## src/verilog/mem_pkg.sv

```systemverilog
`default_nettype none

package mem_pkg;

  localparam int word_w     = 32;  // Data word width
  localparam int n_lanes    = 4;   // Bytes per word
  localparam int ram_addr_w = 10;  // 1024 words of RAM
  localparam int n_streams  = 5;   // Ports per direction
  localparam int cnt_w      = 8;   // Ack counter width
  localparam int timer_w    = 16;  // Cycle counter width
  localparam int irq_fast_bit = 4;  // Fast timer irq line
  localparam int irq_slow_bit = 5;  // Slow timer irq line
  localparam int irq_fast_w   = 13; // Low counter bits for the fast irq

  typedef logic [word_w-1:0]    word_t;          // One bus word
  typedef logic [n_streams-1:0] stream_vec_t;    // One bit per stream port
  typedef word_t [n_streams-1:0] stream_words_t; // One word per stream port

  localparam word_t stream_base = 32'h1000_0000; // Start of stream region, RAM sits below

  // Incoming ports are read, outgoing ports are written, interleaved by 8
  localparam word_t stream_in_addr [n_streams] = '{
    stream_base + 32'h04, stream_base + 32'h0c, stream_base + 32'h14,
    stream_base + 32'h1c, stream_base + 32'h24
  };
  localparam word_t stream_out_addr [n_streams] = '{
    stream_base + 32'h08, stream_base + 32'h10, stream_base + 32'h18,
    stream_base + 32'h20, stream_base + 32'h28
  };

  typedef struct packed {
    logic               valid; // Request present
    word_t              addr;  // Byte address
    word_t              wdata; // Write data
    logic [n_lanes-1:0] wstrb; // Byte strobes, zero on a read
  } mem_req_t;

  typedef struct packed {
    logic  ready; // One-cycle completion pulse
    word_t rdata; // Read data, valid with ready
  } mem_rsp_t;

  typedef struct packed {
    logic        wr_en; // Byte write strobe
    logic [23:0] addr;  // Byte address into RAM
    logic [7:0]  din;   // Byte to write
  } cfg_wr_t;

endpackage

`default_nettype wire

```

## src/verilog/irq_timer.sv

```systemverilog
`timescale 1ns/1ns
`default_nettype none

module irq_timer (
  input  logic           clk,
  input  logic           resetn,
  output mem_pkg::word_t irq     // Only the two timer bits are ever set
);

  import mem_pkg::*;

  logic [timer_w-1:0] cycle_cnt; // Free-running, wraps

  always_ff @(posedge clk) begin
    if (!resetn) begin
      cycle_cnt <= '0;
    end else begin
      cycle_cnt <= cycle_cnt + 1'b1;
    end
  end

  always_comb begin
    irq               = '0;
    irq[irq_fast_bit] = &cycle_cnt[irq_fast_w-1:0]; // Every 8192 cycles
    irq[irq_slow_bit] = &cycle_cnt;                 // Every 65536 cycles
  end

endmodule

`default_nettype wire

```

## config.mk

```make
export PLATFORM = sky130hd
export DESIGN_NAME = irq_timer
export DESIGN_NICKNAME = d
export VERILOG_FILES = /design/src/verilog/mem_pkg.sv /design/src/verilog/irq_timer.sv
export SDC_FILE = /design/constraint.sdc
export NUM_CORES = 1
export LEC_CHECK = 0
export ABC_AREA = 1
export BUFFER_PORTS_ARGS = -buffer_cell sky130_fd_sc_hd__buf_2
export CAP_MARGIN = 5
export CELL_PAD_IN_SITES_DETAIL_PLACEMENT = 0
export CELL_PAD_IN_SITES_GLOBAL_PLACEMENT = 1
export CORE_UTILIZATION = 30
export CTS_CLUSTER_DIAMETER = 200
export DETAILED_ROUTE_END_ITERATION = 10
export GPL_ROUTABILITY_DRIVEN = 0
export PLACE_DENSITY = 0.78
export SLEW_MARGIN = 20
export SYNTH_ARGS = -nofsm -noshare
export SYNTH_HDL_FRONTEND = slang
export SYNTH_SLANG_ARGS = --single-unit
```

## constraint.sdc

```tcl
create_clock -name clk -period 1.1 [get_ports clk]
set_input_delay 0.22 -clock clk [delete_from_list [all_inputs] [get_ports clk]]
set_output_delay 0.22 -clock clk [all_outputs]
set_load 0.01 [all_outputs]
```

==> metrics.txt <==
run status complete, but fails checks; violated checks setup timing; sequential share of the synthesized area 0.320; CP startpoint kind flip-flop; Post-Synth Adder-Cell Area 0.0125; max reg flops 16; Final nets about 180; Antenna diodes 0; largest net degree at the start of global routing 12; DP HPWL 1320 um; Clock Tree Buf Depth 2; critical setup path kind reg -> out; vias in the first global route around 750; count of cell types in the netlist 21; area delta synth->final 24.5%; die area 0.00357 mm^2; TritonCTS clock tree built; initial antenna violation count 0; Avg WL per Cell between 8 and 9 um; Total Wirelength approximately 1800 um; Largest regs cycle_cnt (16); dominant cell type by area after synthesis dfxtp_1; # fillers between 300 and 400; Via Count about 850; hold path cells 3; total power ~1100 uW; Place WS -0.129 ns; RSZ-0062 raised after global routing yes; commonest non-fill, non-tap cells in the layout 30 x conb_1, 24 x nand2_1, 18 x buf_4; fmax roughly 670 MHz; drt first pass iters 4; slowest CP cell dfxtp_2; first-pass GRT wire length around 3100 um; DRT iter0 DRCs 38; PwrDens a little under 900 mW/mm^2; Tmin final ~1.5 ns; later-pin clock latency in the skew report 0.29 ns; Final WS setup -0.393 ns; xor/xnor share of the synthesized area 0.0262; H-tree depth 1; final period utilization 1.36; CTS clock-pin slew for the worst setup and hold paths ~0.1 ns; Setup Skew roughly 0.0014 ns; DRC 0; largest family of logic cells by synthesized area buffers and inverters; R2R depth 8; hold buffers post-CTS 0; share of layout cells above drive strength 1 0.331; Worst path max stage delay 0.36 ns; IO Count 34; Synth area leaders dfxtp_1 32%, buf_4 23%, nand2_1 11%; post-synthesis simple-gate area fraction 0.265; Slew Viols, Final 0; nature of the critical path endpoint primary output; die height around 60 um; Gate Count Post-Synth roughly 150; compound-cell area share of the yosys netlist 0.0763; Crit Path Max Fanout 2; synthesized flop and latch total 16; yosys warns 0; Overall Global Routing Usage 0.120; Hold Slack 0.248 ns; Sequential Area ~330 um^2; leakage between 0.0006 and 0.0007 uW; Hold Path Class in -> reg; multi-input logic area ~570 um^2; Final setup viols 10; FP Rows 20; syn_area_per_cell 6.86 um^2; worst path cell trace ha_4, nand3_4, inv_2, nand4_1, nor2_2, buf_2; Arrival @ worst endpoint approximately 1.3 ns; commonest non-fill, non-tap cell in the layout conb_1; Biggest register cycle_cnt; via-per-instance ratio about 4; VDD IR max about 0.00032 V; critical path required time approximately 0.88 ns; Final ANT Viol Nets 0; total global routing overflow 0; DIE WIDTH 59.8 um; mux cell area share after synthesis 0; setup TNS -1.45 ns; Max Cap Violations 0; core area between 0.003 and 0.004 mm^2; Num CTS Buffers 3; CTS Sinks 16; final number of hold-violating endpoints 0; number of I/O port buffers 3; synthesized cell area ~0.001 mm^2; top cell type's share of synthesized area 0.320; CTS root buf clkbuf_4; Final Util 0.402; Starting Density 0.323
[power by group]
| part | switching [uW] | leakage [uW] | internal (uW) |
|---|---|---|---|
| combinational | 75.8 | 0.000457 | 29.3 |
| sequential | 11.5 | 0.000134 | 590 |
| clock | 200 | 0.0000210 | 202 |
[synth_stat cells]
master,count
clkbuf_1,1
nand4_1,2
nor2_1,22
o21ai_0,3
xnor2_1,2
nor2_2,1
o21a_1,2
conb_1,1
buf_4,30
xor2_1,1
a31oi_1,1
nand2_2,1
dfxtp_1,16
nand3b_1,1
ha_1,1
nand3_1,6
nand2_1,29
a21oi_1,5
inv_1,18
nor2_4,1
o21bai_1,2
[per-layer routing]
metal	global-route usage	share of wire	vias up
met1	0.140	0.41	376
met2	0.195	0.50	29
met5	0	0	-
met4	0.0831	0.033	0
li1	-	-	435
met3	0.0260	0.051	6
[timing repair]
action                     in CTS  in global routing
gates resized for setup        15                 16
pin swaps                      10                 10
setup buffers                   5                  3
setup endpoints to repair      10                 15
[critical path, delay by kind of cell, from the launching register on]
family | cells | cell delay [ns]
and+or+nand+nor | 3 | 0.28
DFF | 1 | 0.36
buffers and inverters | 2 | 0.19
adders and majority gates | 1 | 0.15
[layout make-up]
type	instances	share of cell area
flip-flops and latches	16	0.267
clock buffers	4	0.0291
well taps	44	0.0442
inverters	18	0.0542
multi-input cells	110	0.458
repair buffers	24	0.148
[worst paths after layout]
| kind | startpoint | end | slack [ns] |
|---|---|---|---|
| max reg2reg | cycle_cnt[1]$_SDFF_PN0_ | cycle_cnt[14]$_SDFF_PN0_ | -0.17 |
| min | resetn | cycle_cnt[1]$_SDFF_PN0_ | 0.25 |
| max | cycle_cnt[1]$_SDFF_PN0_ | irq[5] | -0.39 |
| min reg2reg | cycle_cnt[7]$_SDFF_PN0_ | cycle_cnt[7]$_SDFF_PN0_ | 0.49 |
[cells by family (layout without fill, tap and decap cells)]
family          Yosys count  in the layout
compound gates           13             13
xor+xnor                  3              3
fa+ha+maj                 1              1
buf+inv                  49             46
flops                    16             16
other cells               1             30
simple gates             63             63
[through the flow]
step | cell area, um^2 | instances
global placement | 1090 | 206
CTS | 1180 | 214
floorplan | 1130 | 175
global route | 1250 | 216
finish | 1250 | 216
detailed placement | 1090 | 206
No activity file was read; power rests on OpenSTA's default activity.
