--- config.mk ---
export PLATFORM = sky130hd
export DESIGN_NAME = stream_ack
export DESIGN_NICKNAME = d
export VERILOG_FILES = /design/src/verilog/mem_pkg.sv /design/src/verilog/stream_ack.sv
export SDC_FILE = /design/constraint.sdc
export NUM_CORES = 1
export LEC_CHECK = 0
export BUFFER_PORTS_ARGS = -buffer_cell sky130_fd_sc_hd__buf_2
export CAP_MARGIN = 20
export CORE_ASPECT_RATIO = 0.5
export CORE_MARGIN = 5
export CORE_UTILIZATION = 25
export DETAILED_ROUTE_END_ITERATION = 12
export MAX_ROUTING_LAYER = met4
export PLACE_DENSITY_LB_ADDON = 0.25
export SETUP_SLACK_MARGIN = 0.05
export SLEW_MARGIN = 20
export SYNTH_ARGS = -nofsm -noshare
export SYNTH_HDL_FRONTEND = slang
export SYNTH_SLANG_ARGS = --single-unit
--- constraint.sdc ---
create_clock -name clk -period 2.6 [get_ports clk]
set_input_delay 0.13 -clock clk [delete_from_list [all_inputs] [get_ports clk]]
set_output_delay 0.13 -clock clk [all_outputs]
set_load 0.01 [all_outputs]
--- src/verilog/mem_pkg.sv ---
`default_nettype none

package mem_pkg;

  localparam int word_w     = 32;  // Data word width
  localparam int n_lanes    = 4;   // Bytes per word
  localparam int ram_addr_w = 10;  // 1024 words of RAM
  localparam int n_streams  = 5;   // Ports per direction
  localparam int cnt_w      = 8;   // Ack counter width
  localparam int timer_w    = 16;  // Cycle counter width
  localparam int irq_fast_bit = 4;  // Fast timer irq line
  localparam int irq_slow_bit = 5;  // Slow timer irq line
  localparam int irq_fast_w   = 13; // Low counter bits for the fast irq

  typedef logic [word_w-1:0]    word_t;          // One bus word
  typedef logic [n_streams-1:0] stream_vec_t;    // One bit per stream port
  typedef word_t [n_streams-1:0] stream_words_t; // One word per stream port

  localparam word_t stream_base = 32'h1000_0000; // Start of stream region, RAM sits below

  // Incoming ports are read, outgoing ports are written, interleaved by 8
  localparam word_t stream_in_addr [n_streams] = '{
    stream_base + 32'h04, stream_base + 32'h0c, stream_base + 32'h14,
    stream_base + 32'h1c, stream_base + 32'h24
  };
  localparam word_t stream_out_addr [n_streams] = '{
    stream_base + 32'h08, stream_base + 32'h10, stream_base + 32'h18,
    stream_base + 32'h20, stream_base + 32'h28
  };

  typedef struct packed {
    logic               valid; // Request present
    word_t              addr;  // Byte address
    word_t              wdata; // Write data
    logic [n_lanes-1:0] wstrb; // Byte strobes, zero on a read
  } mem_req_t;

  typedef struct packed {
    logic  ready; // One-cycle completion pulse
    word_t rdata; // Read data, valid with ready
  } mem_rsp_t;

  typedef struct packed {
    logic        wr_en; // Byte write strobe
    logic [23:0] addr;  // Byte address into RAM
    logic [7:0]  din;   // Byte to write
  } cfg_wr_t;

endpackage

`default_nettype wire

--- src/verilog/stream_ack.sv ---
`timescale 1ns/1ns
`default_nettype none

module stream_ack (
  input  logic                 clk,
  input  logic                 resetn,
  input  mem_pkg::stream_vec_t rd_hit,          // Address match per incoming port
  input  mem_pkg::stream_vec_t stream_in_valid, // Source has data
  output mem_pkg::stream_vec_t stream_in_ack    // One pulse per completed read
);

  import mem_pkg::*;

  stream_vec_t      hit_q;                // Previous match
  stream_vec_t      hit_rise;             // New read seen
  stream_vec_t      ack_due;              // Reads outstanding and source valid
  logic [cnt_w-1:0] rd_cnt  [n_streams];  // Reads seen
  logic [cnt_w-1:0] ack_cnt [n_streams];  // Acks sent

  assign hit_rise = rd_hit & ~hit_q;

  always_comb begin
    for (int i = 0; i < n_streams; i++) begin
      ack_due[i] = (rd_cnt[i] != ack_cnt[i]) && stream_in_valid[i];
    end
  end

  always_ff @(posedge clk) begin
    if (!resetn) begin
      hit_q         <= '0;
      stream_in_ack <= '0;
      for (int i = 0; i < n_streams; i++) begin
        rd_cnt[i]  <= '0;
        ack_cnt[i] <= '0;
      end
    end else begin
      hit_q         <= rd_hit;
      stream_in_ack <= ack_due; // Drops again once the counts match
      for (int i = 0; i < n_streams; i++) begin
        if (hit_rise[i]) begin
          rd_cnt[i] <= rd_cnt[i] + 1'b1; // Wraps, only the difference matters
        end
        if (ack_due[i]) begin
          ack_cnt[i] <= ack_cnt[i] + 1'b1;
        end
      end
    end
  end

endmodule

`default_nettype wire
==> flow_metrics.py <==
metrics = {
    "drt": {
        "routed_via_density": 4.20,
        "drtIter0Drc": 155,
        "drc_errors": 0,
        "antenna_left": 0,
        "routed_wirelength_mm": 9.06,
        "dr.pass1.iters": 4,
        "post_drt_wl_per_cell_um": 13.0,
        "vias": 2921,
    },
    "sta": {
        "max_freq_mhz": 460,
        "final.setup.tns_ns": 0,
        "skew_ns": 0.00431,
        "setup_ws_ns": 0.427,
        "worstMarginPinSlew_ns": 0.533,
        "fin_crit_ns": 2.17,
        "grt_setup_unrepaired": "false",
        "final_hold_viol_count": 0,
        "maxSlewViolCount": 0,
        "fin_crit_sh_pct": 83.6,
        "relSlewSlack_pct": 64.5,
        "setup_viol": 0,
    },
    "job": {
        "drv_cap": 0,
    },
    "grt": {
        "grt_pass1_vias": 2929,
        "grt_max_degree": 36,
        "met2_usage_pct": 13.0,
        "grt-ovfl-total": 0,
        "grtUsageTotal_pct": 8.80,
        "grt_pass1_wl_mm": 15.2,
        "top_usage_layer": "met2",
        "antenna_found_initial": 0,
        "grt_use_met1_pct": 12.1,
        "met3_usage_pct": 2.02,
    },
    "setup_path": {
        "critPathCaptureType": "flop",
        "crit_chain": "xor2_1 -> nor4_1 -> a21oi_1 -> nor4_4 -> buf_12 -> a21oi_1",
        "cp_slowest_cell": "edfxtp_1",
        "path_class": "flop to flop",
        "reg2reg_depth": 6,
        "crit_start": "rd_cnt[0][13]$_SDFFCE_PP0P_",
        "rrSetupSlack_ns": 0.43,
        "cp_slowest_stage_delay_ns": 0.46,
        "cp-endpoint": "ack_cnt[0][29]$_SDFFCE_PN0P_",
        "worstPathMaxFanout": 35,
        "crit_required_ns": 2.67,
        "reg2reg_to": "ack_cnt[0][29]$_SDFFCE_PN0P_",
        "crit_path_start_kind": "flop",
        "r2r_start": "rd_cnt[0][13]$_SDFFCE_PP0P_",
        "arrival_ns": 2.24,
        "critPathMostFrequentCell": "a21oi_1",
    },
    "cells_and_area": {
        "syn_to_final_growth_pct": 14.2,
        "multiInputGateArea_sq_um": 2060,
        "seqCellArea_sq_um": 2600,
        "drive_gt1_share_pct": 12.1,
        "mostFrequentLayoutCells": "edfxtp_1, xor2_1, nor2_1",
        "mostFrequentLayoutCell": "edfxtp_1",
        "diodes": 0,
        "stdcell_count": 696,
        "num-fill-cells": 1935,
        "final_nets": 454,
    },
    "clock_network": {
        "cts_setup_buffers": 0,
        "cts-root-buf": "clkbuf_16",
        "cts.htree.levels": 3,
        "cts-buffers-inserted": 9,
        "cts_hold_buf": 0,
        "ctsLongestPathBuffers": 2,
        "worst_skew_pair.late_latency_ns": 0.33,
        "clkSinkCount": 90,
        "path_clk_slew_ns": 0.06,
        "cts_resized": 0,
        "cts_tree": "done",
    },
    "power_and_ir_drop": {
        "power_density_nw_per_um2": 735,
        "peakVddDrop_mv": 0.298,
        "leakage_nw": 2.01,
    },
    "die": {
        "rows": 35,
        "start_util_pct": 25.6,
        "die-width_um": 205,
        "boundaryPins": 17,
        "core_area_sq_um": 18600,
        "die_h_um": 108,
        "dieArea_sq_um": 22100,
    },
    "placed_design": {
        "placed_cells": 680,
        "gp_congestion": 0.716,
        "dpl_worst_slack_ns": 0.408,
        "dp_hpwl_mm": 6.32,
        "portBuffers": 16,
    },
    "worst_hold_path": {
        "min_path_type": "input port to flop",
    },
    "logic_synthesis": {
        "synthCells": 411,
        "synth_area_per_cell_sq_um": 11.6,
        "synthesis.area_sq_um": 4760,
        "yosys_warnings": 0,
        "yosysSeqAreaShare_pct": 54.7,
        "ys_ff_latch": 90,
        "synth.distinct_cells": 26,
        "syn-num-nets": 433,
    },
    "status": {
        "status": "complete, no violations",
    },
}
area by class of cell:
cell class | instances | area share, %
multi-input combinational | 301 | 37.8
clock buffer | 12 | 4.35
timing repair buffer | 24 | 2.81
clock inverter | 4 | 0.782
tap | 259 | 5.96
sequential | 90 | 47.9
inverter | 6 | 0.414
Yosys cell counts:
cell type,instances,area [sq um]
nor4_1,6,37.5
buf_6,4,45.0
nor2_1,41,154
ha_1,10,125
nand2_1,15,56.3
and2_1,5,31.3
a21oi_1,33,165
and4_1,2,17.5
a21boi_2,7,78.8
xnor2_1,25,219
o211ai_1,1,7.51
edfxtp_1,80,2400
xor2_1,75,657
inv_1,6,22.5
nand4_1,5,31.3
nand2b_1,9,56.3
nor4_4,2,42.5
nand3_1,38,190
or2_2,3,18.8
and3_1,17,106
a21oi_2,4,35.0
nor2b_1,1,6.26
nor4_2,1,12.5
o21ai_1,1,5.00
clkbuf_1,10,37.5
dfxtp_1,10,200
sequential cells by signal (all words and copies together), names as in the netlist:
name	flops
rd_cnt	40
ack_cnt	40
hit_q	5
stream_in_ack	5
layer usage:
| metal | routed length [um] | vias up |
|---|---|---|
| li1 | - | 1494 |
| met1 | 4740 | 1392 |
| met2 | 4010 | 28 |
| met3 | 215 | 7 |
| met4 | 91 | 0 |
| met5 | 0 | - |
critical path, delay by kind of cell, from the launching register on:
kind / cells / cell delay [ns]
xor gates and xnor gates: 1 / 0.19
buffers and inverters: 1 / 0.25
and+or+nand+nor: 2 / 0.68
AOI/OAI and AO/OA: 2 / 0.29
DFF: 1 / 0.46
worst min-delay path by stage:
stage,startpoint,to,slack (ns),cells past startpoint
global route,rd_hit[2],hit_q[2]$_SDFF_PN0_,0.02,2
floorplan,rd_hit[0],hit_q[0]$_SDFF_PN0_,0.26,1
finish,rd_hit[3],hit_q[3]$_SDFF_PN0_,0.02,2
CTS,rd_hit[2],hit_q[2]$_SDFF_PN0_,0.01,2
detailed placement,rd_hit[2],hit_q[2]$_SDFF_PN0_,0.36,2
global placement,rd_hit[4],hit_q[4]$_SDFF_PN0_,0.35,2
kinds of logic (layout without fill, tap and decap cells):
logic type	Yosys count	in the layout	synth area share, %
AND/OR/NAND/NOR	145	145	16.0
XOR/XNOR	100	100	18.4
flip-flops	90	90	54.7
AO/OA/AOI/OAI	46	46	6.12
buffers and inverters	20	46	2.21
adder cells (fa/ha/maj)	10	10	2.63
per-stage QoR:
stage | area (sq um) | hold slack [ns] | utilization, % | total power [mW]
after floorplan | 4760 | 0.257 | - | 2.58
after global placement | 5160 | 0.348 | 27.8 | 2.76
after detailed placement | 5160 | 0.362 | 27.8 | 2.77
after CTS | 5440 | 0.00955 | 29.3 | 4.06
after global routing | 5440 | 0.0181 | 29.3 | 4.22
final | 5440 | 0.0224 | 29.3 | 4.00
power by group:
part / total [mW] / switching [mW] / internal, mW
Combinational: 0.630 / 0.311 / 0.318
Sequential: 2.10 / 0.257 / 1.84
Clock: 1.27 / 0.528 / 0.739
Note: power is estimated with default switching activity, not from simulation.
