[src/verilog/mem_pkg.sv]
`default_nettype none

package mem_pkg;

  localparam int word_w     = 32;  // Data word width
  localparam int n_lanes    = 4;   // Bytes per word
  localparam int ram_addr_w = 10;  // 1024 words of RAM
  localparam int n_streams  = 5;   // Ports per direction
  localparam int cnt_w      = 8;   // Ack counter width
  localparam int timer_w    = 16;  // Cycle counter width
  localparam int irq_fast_bit = 4;  // Fast timer irq line
  localparam int irq_slow_bit = 5;  // Slow timer irq line
  localparam int irq_fast_w   = 13; // Low counter bits for the fast irq

  typedef logic [word_w-1:0]    word_t;          // One bus word
  typedef logic [n_streams-1:0] stream_vec_t;    // One bit per stream port
  typedef word_t [n_streams-1:0] stream_words_t; // One word per stream port

  localparam word_t stream_base = 32'h1000_0000; // Start of stream region, RAM sits below

  // Incoming ports are read, outgoing ports are written, interleaved by 8
  localparam word_t stream_in_addr [n_streams] = '{
    stream_base + 32'h04, stream_base + 32'h0c, stream_base + 32'h14,
    stream_base + 32'h1c, stream_base + 32'h24
  };
  localparam word_t stream_out_addr [n_streams] = '{
    stream_base + 32'h08, stream_base + 32'h10, stream_base + 32'h18,
    stream_base + 32'h20, stream_base + 32'h28
  };

  typedef struct packed {
    logic               valid; // Request present
    word_t              addr;  // Byte address
    word_t              wdata; // Write data
    logic [n_lanes-1:0] wstrb; // Byte strobes, zero on a read
  } mem_req_t;

  typedef struct packed {
    logic  ready; // One-cycle completion pulse
    word_t rdata; // Read data, valid with ready
  } mem_rsp_t;

  typedef struct packed {
    logic        wr_en; // Byte write strobe
    logic [23:0] addr;  // Byte address into RAM
    logic [7:0]  din;   // Byte to write
  } cfg_wr_t;

endpackage

`default_nettype wire

[src/verilog/bus_ctrl.sv]
`timescale 1ns/1ns
`default_nettype none

module bus_ctrl (
  input  logic                          clk,
  input  logic                          resetn,
  input  mem_pkg::mem_req_t             mem_req,
  output mem_pkg::mem_rsp_t             mem_rsp,
  output mem_pkg::stream_vec_t          stream_valid,
  output mem_pkg::word_t                stream_data,
  input  mem_pkg::stream_vec_t          stream_ready,
  input  mem_pkg::stream_vec_t          stream_in_valid,
  input  mem_pkg::stream_words_t        stream_in_data,
  output logic [mem_pkg::n_lanes-1:0]   ram_we,
  output logic [mem_pkg::ram_addr_w-1:0] ram_addr,
  output mem_pkg::word_t                ram_wdata,
  input  mem_pkg::word_t                ram_rdata,
  output mem_pkg::stream_vec_t          rd_hit
);

  import mem_pkg::*;

  logic        ready_q;   // Registered ready pulse
  logic        valid_q;   // Valid one cycle ago
  logic        pending;   // Request waiting for ready
  logic        valid_rise;
  logic        ram_hit;   // Address falls in RAM region
  stream_vec_t out_hit;   // Outgoing port decode
  stream_vec_t in_hit;    // Incoming port decode
  stream_vec_t rd_sel;    // One-hot read source, zero selects RAM
  word_t       in_word;   // Selected incoming word
  word_t       rd_word;

  assign pending    = mem_req.valid && !ready_q;
  assign valid_rise = mem_req.valid && !valid_q; // First cycle of a request
  assign ram_hit    = (mem_req.addr < stream_base);

  // Exact compare against the address map
  always_comb begin
    out_hit = '0;
    in_hit  = '0;
    for (int i = 0; i < n_streams; i++) begin
      out_hit[i] = (mem_req.addr == stream_out_addr[i]);
      in_hit[i]  = (mem_req.addr == stream_in_addr[i]);
    end
  end

  assign stream_valid = out_hit & {n_streams{valid_rise}}; // Single pulse per request
  assign stream_data  = mem_req.wdata;                     // Same word for every port
  assign rd_hit       = in_hit & {n_streams{mem_req.valid}};

  // Stream addresses never reach the RAM
  assign ram_we    = mem_req.wstrb & {n_lanes{pending && ram_hit}};
  assign ram_addr  = mem_req.addr[ram_addr_w+1:2];
  assign ram_wdata = mem_req.wdata;

  always_ff @(posedge clk) begin
    if (!resetn) begin
      ready_q <= 1'b0;
      valid_q <= 1'b0;
      rd_sel  <= '0;
    end else begin
      valid_q <= mem_req.valid;
      ready_q <= 1'b0; // Ready never lasts more than a cycle
      if (pending) begin
        if (|out_hit) begin
          ready_q <= |(out_hit & stream_ready);   // Wait for the sink
        end else if (|in_hit) begin
          ready_q <= |(in_hit & stream_in_valid); // Wait for the source
        end else begin
          ready_q <= 1'b1;                        // RAM and unmapped, fixed latency
        end
        rd_sel <= in_hit; // held through the ready cycle
      end
    end
  end

  // Steer incoming word by the registered select
  always_comb begin
    in_word = '0;
    for (int i = 0; i < n_streams; i++) begin
      if (rd_sel[i]) begin
        in_word = stream_in_data[i];
      end
    end
  end

  assign rd_word = (|rd_sel) ? in_word : ram_rdata;
  assign mem_rsp = '{ready: ready_q, rdata: rd_word};

endmodule

`default_nettype wire

[config.mk]
export PLATFORM = sky130hd
export DESIGN_NAME = bus_ctrl
export DESIGN_NICKNAME = d
export VERILOG_FILES = /design/src/verilog/mem_pkg.sv /design/src/verilog/bus_ctrl.sv
export SDC_FILE = /design/constraint.sdc
export NUM_CORES = 1
export LEC_CHECK = 0
export ABC_CLOCK_PERIOD_IN_PS = 3900
export BUFFER_PORTS_ARGS = -buffer_cell sky130_fd_sc_hd__buf_4
export CAP_MARGIN = 40
export CORE_AREA = 2 2 154 156
export CTS_BUF_LIST = sky130_fd_sc_hd__clkbuf_2
export DETAILED_ROUTE_END_ITERATION = 10
export DIE_AREA = 0 0 156 158
export HOLD_SLACK_MARGIN = 0.12
export REMOVE_ABC_BUFFERS = 1
export SYNTH_ARGS = -nofsm -noshare
export SYNTH_HDL_FRONTEND = slang
export SYNTH_SLANG_ARGS = --single-unit
[constraint.sdc]
create_clock -name clk -period 3.9 [get_ports clk]
set_input_delay 0.39 -clock clk [delete_from_list [all_inputs] [get_ports clk]]
set_output_delay 0.39 -clock clk [all_outputs]
set_load 0.005 [all_outputs]
==> results.py, run 1 <==
metrics = {
    "detailed_routing": {
        "vias_per_cell": 4.278,
        "ant_nets": 0,
        "postRouteWirelength_um": 15890,
        "route.vias.total": 3722,
        "drc": 0,
        "drtIter0Drc": 258,
        "drt_pre_antenna_iters": 7,
        "wl_per_cell_um": 18.27,
    },
    "min_path": {
        "hp-class": "in -> reg",
        "hp-start": "resetn",
    },
    "worst_setup_path": {
        "crit_arrival_ns": 2.46,
        "endpoint_kind": "output port",
        "worstSetupEndpoint": "mem_rsp[15]",
        "crit_path_start_kind": "register",
        "r2r_end": "rd_sel[3]",
        "slowest_delay_ns": 0.58,
        "worstPathRequired_ns": 3.51,
        "crit_top_cell": "buf_4",
        "worst-r2r-setup-slack_ns": 2.75,
        "crit_buf_inv": 2,
        "critPathTopFamily": "compound AO/OA/AOI/OAI gates",
        "rr_worst_depth": 3,
        "setup.worst_path.class": "reg -> out",
        "reg2reg_from": "rd_sel[3]",
        "critical_path_depth": 6,
        "crit_chain": "nor2b_4 -> buf_4 -> a221oi_1 -> a211o_1 -> a31oi_1 -> buf_4",
        "cp_max_fo": 35,
        "startpoint": "rd_sel[1]",
        "crit_slowest_cell": "dfxtp_2",
    },
    "floorplan": {
        "floorplan.initialDensity": 0.1088,
        "core-area_um2": 23050,
        "rows": 56,
        "fp.dieH_um": 158,
        "die_w_um": 156,
        "die_area_um2": 24650,
        "io-pin-count": 394,
    },
    "sta": {
        "fin_crit_ns": 2.851,
        "tns_ns": 0,
        "fin_crit_sh": 0.7311,
        "slew_viol_final": 0,
        "hold_ws_ns": 0.3984,
        "relSlewSlack": 0.4277,
        "tightest_slew_ns": 0.8584,
        "fmax_ghz": 0.3507,
        "finalHoldViolCount": 0,
        "grt_setup_unrepaired": "no",
        "fin_ws_ns": 1.049,
        "fin_worst_skew_ns": 0.002903,
        "setup_violations": 0,
    },
    "logic_synthesis": {
        "synth_top_family_by_area": "compound AO/OA/AOI/OAI gates",
        "async_flop_share": 0,
        "netlist.top_cell.by_area": "buf_4",
        "synth-edff-count": 0,
        "synth.avg_cell_area_um2": 6.616,
        "yosys.area_share.simple": 0.1926,
        "synth_area_um2": 2507,
        "netlist.area_leader.share": 0.2246,
        "synth_compound_area_frac": 0.4097,
        "muxShareOfSynthArea": 0.01297,
        "yosysMostFrequentCell": "buf_4",
        "synth_cells": 379,
        "synth_top_cells_by_area": "buf_4, a211o_1, a221oi_1, o22ai_1, a31oi_1",
        "yosys_register_bits": 7,
        "synth_xor_area_frac": 0,
        "synth_cell_types": 41,
        "yosys_warnings": 0,
        "yosys-top-cells-count": "buf_4, nand2_1, inv_1",
        "synth_seq_area_share": 0.05589,
        "synthAdderAreaFrac": 0,
        "synthFlopType": "dfxtp_1",
    },
    "finish": {
        "antenna_cells": 0,
        "final_area_um2": 4494,
        "syn_to_final_growth_pct": 79.24,
        "utilization": 0.1950,
        "finalNonFillerCells": 870,
        "layout-drive-gt1-share": 0.5569,
        "nets": 854,
        "num-fill-cells": 2619,
    },
    "cts": {
        "cts.clk_slew.worst_paths_ns": 0.07,
        "hold_buffers": 0,
        "cts_made_buffers": 3,
        "cts_root_buf": "clkbuf_2",
        "clk_path_buf_depth": 2,
        "cts_resized": 0,
        "numClockSinks": 7,
        "h-tree-depth": 1,
        "cts_tree": "yes",
        "clkLatencyLatePin_ns": 0.22,
        "cts_setup_buffers": 0,
    },
    "power": {
        "p_leak_nw": 2.031,
        "vdd_drop_max_mv": 0.05788,
        "p_per_area_nw_per_um2": 89.97,
        "power_uw": 404.4,
    },
    "grt": {
        "antenna_found_initial": 0,
        "grt_pass1_wl_um": 21020,
        "grt_usage": 0.1144,
        "gr-total-overflow": 0,
        "grt_pass1_vias": 3459,
        "grt_start_max_net_pins": 66,
    },
    "placement": {
        "io_buffers": 297,
        "gp_congestion": 0.7290,
        "hpwl_um": 12840,
        "placedCellCount": 866,
        "pre_cts_ws_ns": 1.175,
        "placed_area_um2": 4474,
    },
    "job": {
        "maxCapViolations": 0,
    },
    "run_status": {
        "status": "completed",
    },
}
## how the worst min path moves through the flow
stage	end	slack [ns]	cells past startpoint
CTS	valid_q	0.38	2
global route	valid_q	0.41	2
detailed placement	rd_sel[0]	0.49	2
global placement	rd_sel[0]	0.50	2
finish	valid_q	0.40	2
floorplan	rd_sel[0]	0.44	2
## state kept, by name, summed over array words and instances (netlist names)
register / flops
rd_sel: 5
ready_q: 1
valid_q: 1
## cell families (layout without fill, tap and decap cells)
logic type,Yosys count,in the layout
DFF,7,7
muxes,2,2
AOI/OAI and AO/OA,139,139
buffers and inverters,141,342
and+or+nand+nor,90,90
## layout by cell type (no fill, tap or decap), types with 2 or more instances in the layout
master	Yosys	routed
buf_4	75	304
nand2_1	39	39
inv_1	34	34
o22ai_1	33	33
a221oi_1	32	32
a211o_1	32	32
a31oi_1	32	32
nor2_1	13	12
and2_1	7	7
o21ai_1	5	5
nor4_1	4	4
nor3_1	4	4
clkbuf_2	0	4
dfxtp_1	7	4
nand3_1	3	3
or3_1	3	3
dfxtp_2	0	3
nand3b_1	2	2
nor4b_1	2	2
## metal layers
| metal | track usage | vias up | wire [um] |
|---|---|---|---|
| met5 | 0.07039 | - | 216 |
| met4 | 0.01791 | 6 | 98 |
| met3 | 0.07720 | 16 | 2548 |
| met2 | 0.1719 | 280 | 6867 |
| met1 | 0.1316 | 1674 | 6161 |
| li1 | - | 1746 | - |
## layout make-up
type                            instances  area (um^2)  area share
Timing Repair Buffer                  304         2282      0.5078
Multi-Input combinational cell        231         1558      0.3466
Clock buffer                            4        20.02    0.004454
Tap cell                              290        362.8     0.08073
Inverter                               34        127.6     0.02840
Sequential cell                         7        143.9     0.03202
## report_power, final
group          total [mW]  switching (mW)  internal (mW)
logic               0.278          0.0785          0.200
clock network      0.0528          0.0255         0.0273
registers          0.0732        0.000693         0.0725
Note: power is estimated with default switching activity, not from simulation.
==> run 2, diff against run 1 <==
--- a/config.mk
+++ b/config.mk
@@ -5,13 +5,13 @@
 export SDC_FILE = /design/constraint.sdc
 export NUM_CORES = 1
 export LEC_CHECK = 0
-export ABC_CLOCK_PERIOD_IN_PS = 3900
+export ABC_CLOCK_PERIOD_IN_PS = 2910
 export BUFFER_PORTS_ARGS = -buffer_cell sky130_fd_sc_hd__buf_4
 export CAP_MARGIN = 40
-export CORE_AREA = 2 2 154 156
+export CORE_AREA = 2 2 155 157
 export CTS_BUF_LIST = sky130_fd_sc_hd__clkbuf_2
 export DETAILED_ROUTE_END_ITERATION = 10
-export DIE_AREA = 0 0 156 158
+export DIE_AREA = 0 0 157 159
 export HOLD_SLACK_MARGIN = 0.12
 export REMOVE_ABC_BUFFERS = 1
 export SYNTH_ARGS = -nofsm -noshare
==> constraint.sdc (replaced) <==
create_clock -name clk -period 2.91 [get_ports clk]
set_input_delay 0.291 -clock clk [delete_from_list [all_inputs] [get_ports clk]]
set_output_delay 0.291 -clock clk [all_outputs]
set_load 0.005 [all_outputs]
==> run 2 against run 1 <==
Compared with the run above:
- clock power is 41% higher
- final cell count grew 3.4%
- critical path depth is 1 higher
- total power rose by 36%
- sequential power rose by 33%
- largest power group unchanged
- clock skew up 0.0086 ns
- setup slack worse by 0.81 ns
==> results.py, run 2 (synthesis gave the netlist of run 1 again) <==
metrics = {
    "run_status": {
        "status": "completed",
    },
    "sta": {
        "fin_worst_skew_ns": 0.01149,
        "grt_setup_unrepaired": "no",
        "fin_crit_sh": 0.9192,
        "relSlewSlack": 0.4946,
        "finalHoldViolCount": 0,
        "fmax_ghz": 0.3738,
        "tightest_slew_ns": 0.7581,
        "setup_violations": 0,
        "fin_crit_ns": 2.675,
        "slew_viol_final": 0,
    },
    "cts": {
        "cts_tree": "yes",
        "cts_made_buffers": 3,
        "clkLatencyLatePin_ns": 0.23,
        "clk_path_buf_depth": 2,
        "cts_setup_buffers": 0,
        "cts_root_buf": "clkbuf_2",
        "cts_resized": 0,
        "numClockSinks": 7,
        "cts.clk_slew.worst_paths_ns": 0.09,
        "h-tree-depth": 1,
        "hold_buffers": 0,
    },
    "min_path": {
        "hp-class": "in -> reg",
        "whs_path_depth": 2,
    },
    "worst_setup_path": {
        "setup.worst_path.class": "reg -> out",
        "rr_worst_depth": 3,
        "endpoint_kind": "output port",
        "cp_max_fo": 20,
        "crit_path_start_kind": "register",
        "worstPathRequired_ns": 2.62,
        "crit_arrival_ns": 2.38,
    },
    "grt": {
        "grt_pass1_wl_um": 21920,
        "grt_start_max_net_pins": 66,
        "gr-total-overflow": 0,
        "grt_pass1_vias": 3703,
        "antenna_found_initial": 0,
        "grt_usage": 0.1165,
    },
    "detailed_routing": {
        "drc": 0,
        "drtIter0Drc": 260,
        "vias_per_cell": 4.188,
        "postRouteWirelength_um": 16210,
        "route.vias.total": 3769,
        "wl_per_cell_um": 18.01,
        "ant_nets": 0,
        "drt_pre_antenna_iters": 7,
    },
    "power": {
        "power_uw": 548.5,
        "p_sw_frac": 0.2673,
        "p_comb_frac": 0.687,
        "p_seq_frac": 0.178,
        "switchingPower_uw": 146.6,
        "p_leak_nw": 2.048,
        "vdd_drop_max_mv": 0.07790,
        "power.share.clock": 0.135,
        "p_per_area_nw_per_um2": 119.7,
        "p_int_uw": 401.9,
    },
    "finish": {
        "nets": 855,
        "final_common_cell": "buf_4",
        "final_area_um2": 4583,
        "largest_reg_flops": 5,
        "antenna_cells": 0,
        "syn_to_final_growth_pct": 82.78,
        "top_regs": "rd_sel: 5 flops, ready_q: 1 flops, valid_q: 1 flops",
        "final_cell_mix": "buf_4, nand2_1, inv_1",
        "top_register": "rd_sel",
        "layout-drive-gt1-share": 0.5577,
    },
    "floorplan": {
        "die_area_um2": 24960,
        "core-area_um2": 23190,
        "floorplan.initialDensity": 0.1081,
        "rows": 56,
        "io-pin-count": 394,
        "die_w_um": 157,
        "fp.dieH_um": 159,
    },
    "placement": {
        "io_buffers": 297,
        "placed_area_um2": 4563,
        "gp_congestion": 0.8114,
        "hpwl_um": 13100,
    },
    "job": {
        "maxCapViolations": 0,
    },
}
[run 2: cell count changes in the layout (fill, tap and decap cells not counted), sizes merged]
cell	delta
buf	+1
[run 2: layout make-up]
type                            count  area (um^2)
Fill cell                        2615        18610
Clock buffer                        4        20.02
Sequential cell                     7        143.9
Timing Repair Buffer              305         2335
Inverter                           34        127.6
Tap cell                          319        399.1
Multi-Input combinational cell    231         1558
[run 2: power by group through the flow]
stage / Clock [mW] / Sequential [mW] / Combinational (mW)
2_1_floorplan: 0 / 0.100 / 0.0586
3_3_place_gp: 0 / 0.100 / 0.374
3_5_place_dp: 0 / 0.100 / 0.378
4_1_cts: 0.0797 / 0.0978 / 0.379
5_1_grt: 0.0862 / 0.0980 / 0.405
6_report: 0.0742 / 0.0977 / 0.377
[run 2: stage by stage]
| stage | worst slack [ns] | utilization | cells | hold WS, ns | setup TNS, ns |
|---|---|---|---|---|---|
| after CTS | 0.2681 | 0.1976 | 900 | 0.2689 | 0 |
| after detailed placement | 0.5303 | 0.1968 | 896 | 0.4786 | 0 |
| after global placement | 0.4781 | 0.1956 | 895 | 0.4769 | 0 |
| after floorplan | -0.1062 | - | 272 | 0.4127 | -3.398 |
| after global routing | 0.1346 | 0.1976 | 900 | 0.2687 | 0 |
| final | 0.2351 | 0.1976 | 900 | 0.2828 | 0 |
[run 2: critical path: stages, from the launching register on]
cell      delay (ns)
dfxtp_2         0.58
buf_4           0.38
nor2b_4         0.13
buf_12          0.17
a221oi_1        0.48
a211o_1         0.18
a31oi_1         0.08
buf_4           0.14
[run 2: path summary, 6_finish.rpt]
path	slack (ns)	end	from
setup / recovery	0.24	mem_rsp[9]	rd_sel[1]
hold / removal	0.28	valid_q	resetn
setup reg to reg	1.72	rd_sel[3]	rd_sel[3]
hold reg to reg	0.48	rd_sel[0]	rd_sel[0]
[run 2: per-layer routing]
metal | GRT usage | vias to the layer above | routed length, um
met3 | 0.06560 | 14 | 2384
met4 | 0.01543 | 2 | 129
met5 | 0.02579 | - | 59
met1 | 0.1240 | 1689 | 6076
met2 | 0.2022 | 314 | 7562
li1 | - | 1750 | -
==> run 3, diff against run 2 <==
--- a/config.mk
+++ b/config.mk
@@ -13,6 +13,7 @@
 export DETAILED_ROUTE_END_ITERATION = 10
 export DIE_AREA = 0 0 157 159
 export HOLD_SLACK_MARGIN = 0.12
+export RECOVER_POWER = 25
 export REMOVE_ABC_BUFFERS = 1
 export SYNTH_ARGS = -nofsm -noshare
 export SYNTH_HDL_FRONTEND = slang
==> run 3 against run 2 <==
Compared with the run above:
- die area is the same
- register-to-register slack is essentially flat
- hold slack got worse by 0.0011 ns
- sequential share of layout area about the same
- critical path depth is the same
- final cell count unchanged
- utilization about the same
- via count is essentially flat
- fmax decreased by 0.20%
- clock power about the same
- sequential power is essentially flat
- sequential cell count did not move
==> results.py, run 3 (synthesis gave the netlist of run 1 again) <==
metrics = {
    "sta": {
        "fmax_ghz": 0.3731,
        "relSlewSlack": 0.4954,
        "slew_viol_final": 0,
        "fin_crit_ns": 2.680,
        "setup_violations": 0,
        "fin_crit_sh": 0.9211,
        "tightest_slew_ns": 0.7570,
        "finalHoldViolCount": 0,
        "fin_worst_skew_ns": 0.01253,
        "hold_ws_ns": 0.2817,
        "grt_setup_unrepaired": "no",
    },
    "grt": {
        "gr-total-overflow": 0,
        "grt_pass1_wl_um": 21920,
        "antenna_found_initial": 0,
        "grt_start_max_net_pins": 66,
        "grt_usage": 0.1165,
        "grt_pass1_vias": 3703,
    },
    "finish": {
        "top_register": "rd_sel",
        "top_regs": "rd_sel: 5 flops, ready_q: 1 flops, valid_q: 1 flops",
        "largest_reg_flops": 5,
        "final_common_cell": "buf_4",
        "antenna_cells": 0,
        "final_cell_mix": "buf_4, nand2_1, inv_1",
        "nets": 855,
        "num-fill-cells": 2617,
        "syn_to_final_growth_pct": 82.63,
        "layout-drive-gt1-share": 0.5559,
    },
    "worst_setup_path": {
        "reg2reg_from": "rd_sel[3]",
        "slowest_delay_ns": 0.58,
        "r2r_end": "rd_sel[3]",
        "worstPathRequired_ns": 2.62,
        "cp_max_fo": 20,
        "setup.worst_path.class": "reg -> out",
        "worst-r2r-setup-slack_ns": 1.72,
        "crit_buf_inv": 3,
        "critPathTopFamily": "compound AO/OA/AOI/OAI gates",
        "crit_path_start_kind": "register",
        "critical_path_depth": 7,
        "endpoint_kind": "output port",
        "crit_slowest_cell": "dfxtp_2",
        "crit_chain": "buf_4 -> nor2b_4 -> buf_12 -> a221oi_1 -> a211o_1 -> a31oi_1 -> buf_4",
        "rr_worst_depth": 3,
        "crit_arrival_ns": 2.39,
        "crit_top_cell": "buf_4",
    },
    "cts": {
        "cts_tree": "yes",
        "cts_resized": 0,
        "clk_path_buf_depth": 2,
        "clkLatencyLatePin_ns": 0.23,
        "numClockSinks": 7,
        "h-tree-depth": 1,
        "cts_made_buffers": 3,
        "cts_setup_buffers": 0,
        "hold_buffers": 0,
        "cts_root_buf": "clkbuf_2",
        "cts.clk_slew.worst_paths_ns": 0.09,
    },
    "placement": {
        "gp_congestion": 0.8114,
        "hpwl_um": 13100,
        "io_buffers": 297,
    },
    "power": {
        "p_per_area_nw_per_um2": 119.7,
        "power_uw": 548.2,
        "p_leak_nw": 2.044,
        "vdd_drop_max_mv": 0.07798,
    },
    "detailed_routing": {
        "route.vias.total": 3772,
        "wl_per_cell_um": 18.02,
        "ant_nets": 0,
        "drtIter0Drc": 273,
        "postRouteWirelength_um": 16220,
        "drt_pre_antenna_iters": 8,
        "vias_per_cell": 4.191,
        "drc": 0,
    },
    "min_path": {
        "hp-start": "resetn",
        "whs_path_depth": 2,
        "hp-class": "in -> reg",
        "worst_hold_path.endpoint": "valid_q",
    },
    "floorplan": {
        "die_area_um2": 24960,
        "io-pin-count": 394,
        "fp.dieH_um": 159,
        "die_w_um": 157,
        "floorplan.initialDensity": 0.1081,
        "rows": 56,
        "core-area_um2": 23190,
    },
    "job": {
        "maxCapViolations": 0,
    },
    "run_status": {
        "status": "completed",
    },
}
==> run 3: cell count changes in the layout (fill, tap and decap cells not counted), sizes merged <==
cell / delta
buf: -1
clkbuf: +1
==> run 3: worst max path at each step <==
stage | startpoint | to | slack (ns)
final | rd_sel[1] | mem_rsp[9] | 0.23
after global placement | rd_sel[1] | mem_rsp[9] | 0.48
after floorplan | rd_sel[2] | mem_rsp[0] | -0.11
after CTS | rd_sel[1] | mem_rsp[9] | 0.27
after global routing | rd_sel[1] | mem_rsp[9] | 0.13
after detailed placement | rd_sel[1] | mem_rsp[9] | 0.53
==> run 3: final cells by class <==
type | count | area (um^2) | share of cell area
clock buffer | 4 | 20.02 | 0.004372
inverter | 34 | 127.6 | 0.02787
multi-input combinational | 231 | 1558 | 0.3402
sequential | 7 | 143.9 | 0.03142
tap | 319 | 399.1 | 0.08716
timing repair buffer | 305 | 2331 | 0.5090
==> run 3: routing by layer <==
metal  vias up  global-route usage  share of wire
li1       1749                   -              -
met1      1693              0.1240           0.37
met2       314              0.2022           0.47
met3        14             0.06560           0.15
met4         2             0.01543         0.0080
met5         -             0.02579         0.0036
==> run 3: metrics by stage <==
| stage | area (um^2) | utilization | cells | setup TNS, ns | setup WS, ns |
|---|---|---|---|---|---|
| 2_1_floorplan | 1810 | - | 272 | -3.398 | -0.1062 |
| 3_3_place_gp | 4536 | 0.1956 | 895 | 0 | 0.4781 |
| 3_5_place_dp | 4563 | 0.1968 | 896 | 0 | 0.5303 |
| 4_1_cts | 4583 | 0.1976 | 900 | 0 | 0.2681 |
| 5_1_grt | 4579 | 0.1975 | 900 | 0 | 0.1346 |
| 6_report | 4579 | 0.1975 | 900 | 0 | 0.2296 |
==> run 3: where the power goes <==
part,switching [mW],internal (mW)
clock,0.0380,0.0366
sequential,0.000579,0.0972
combinational,0.108,0.268
total,0.147,0.401
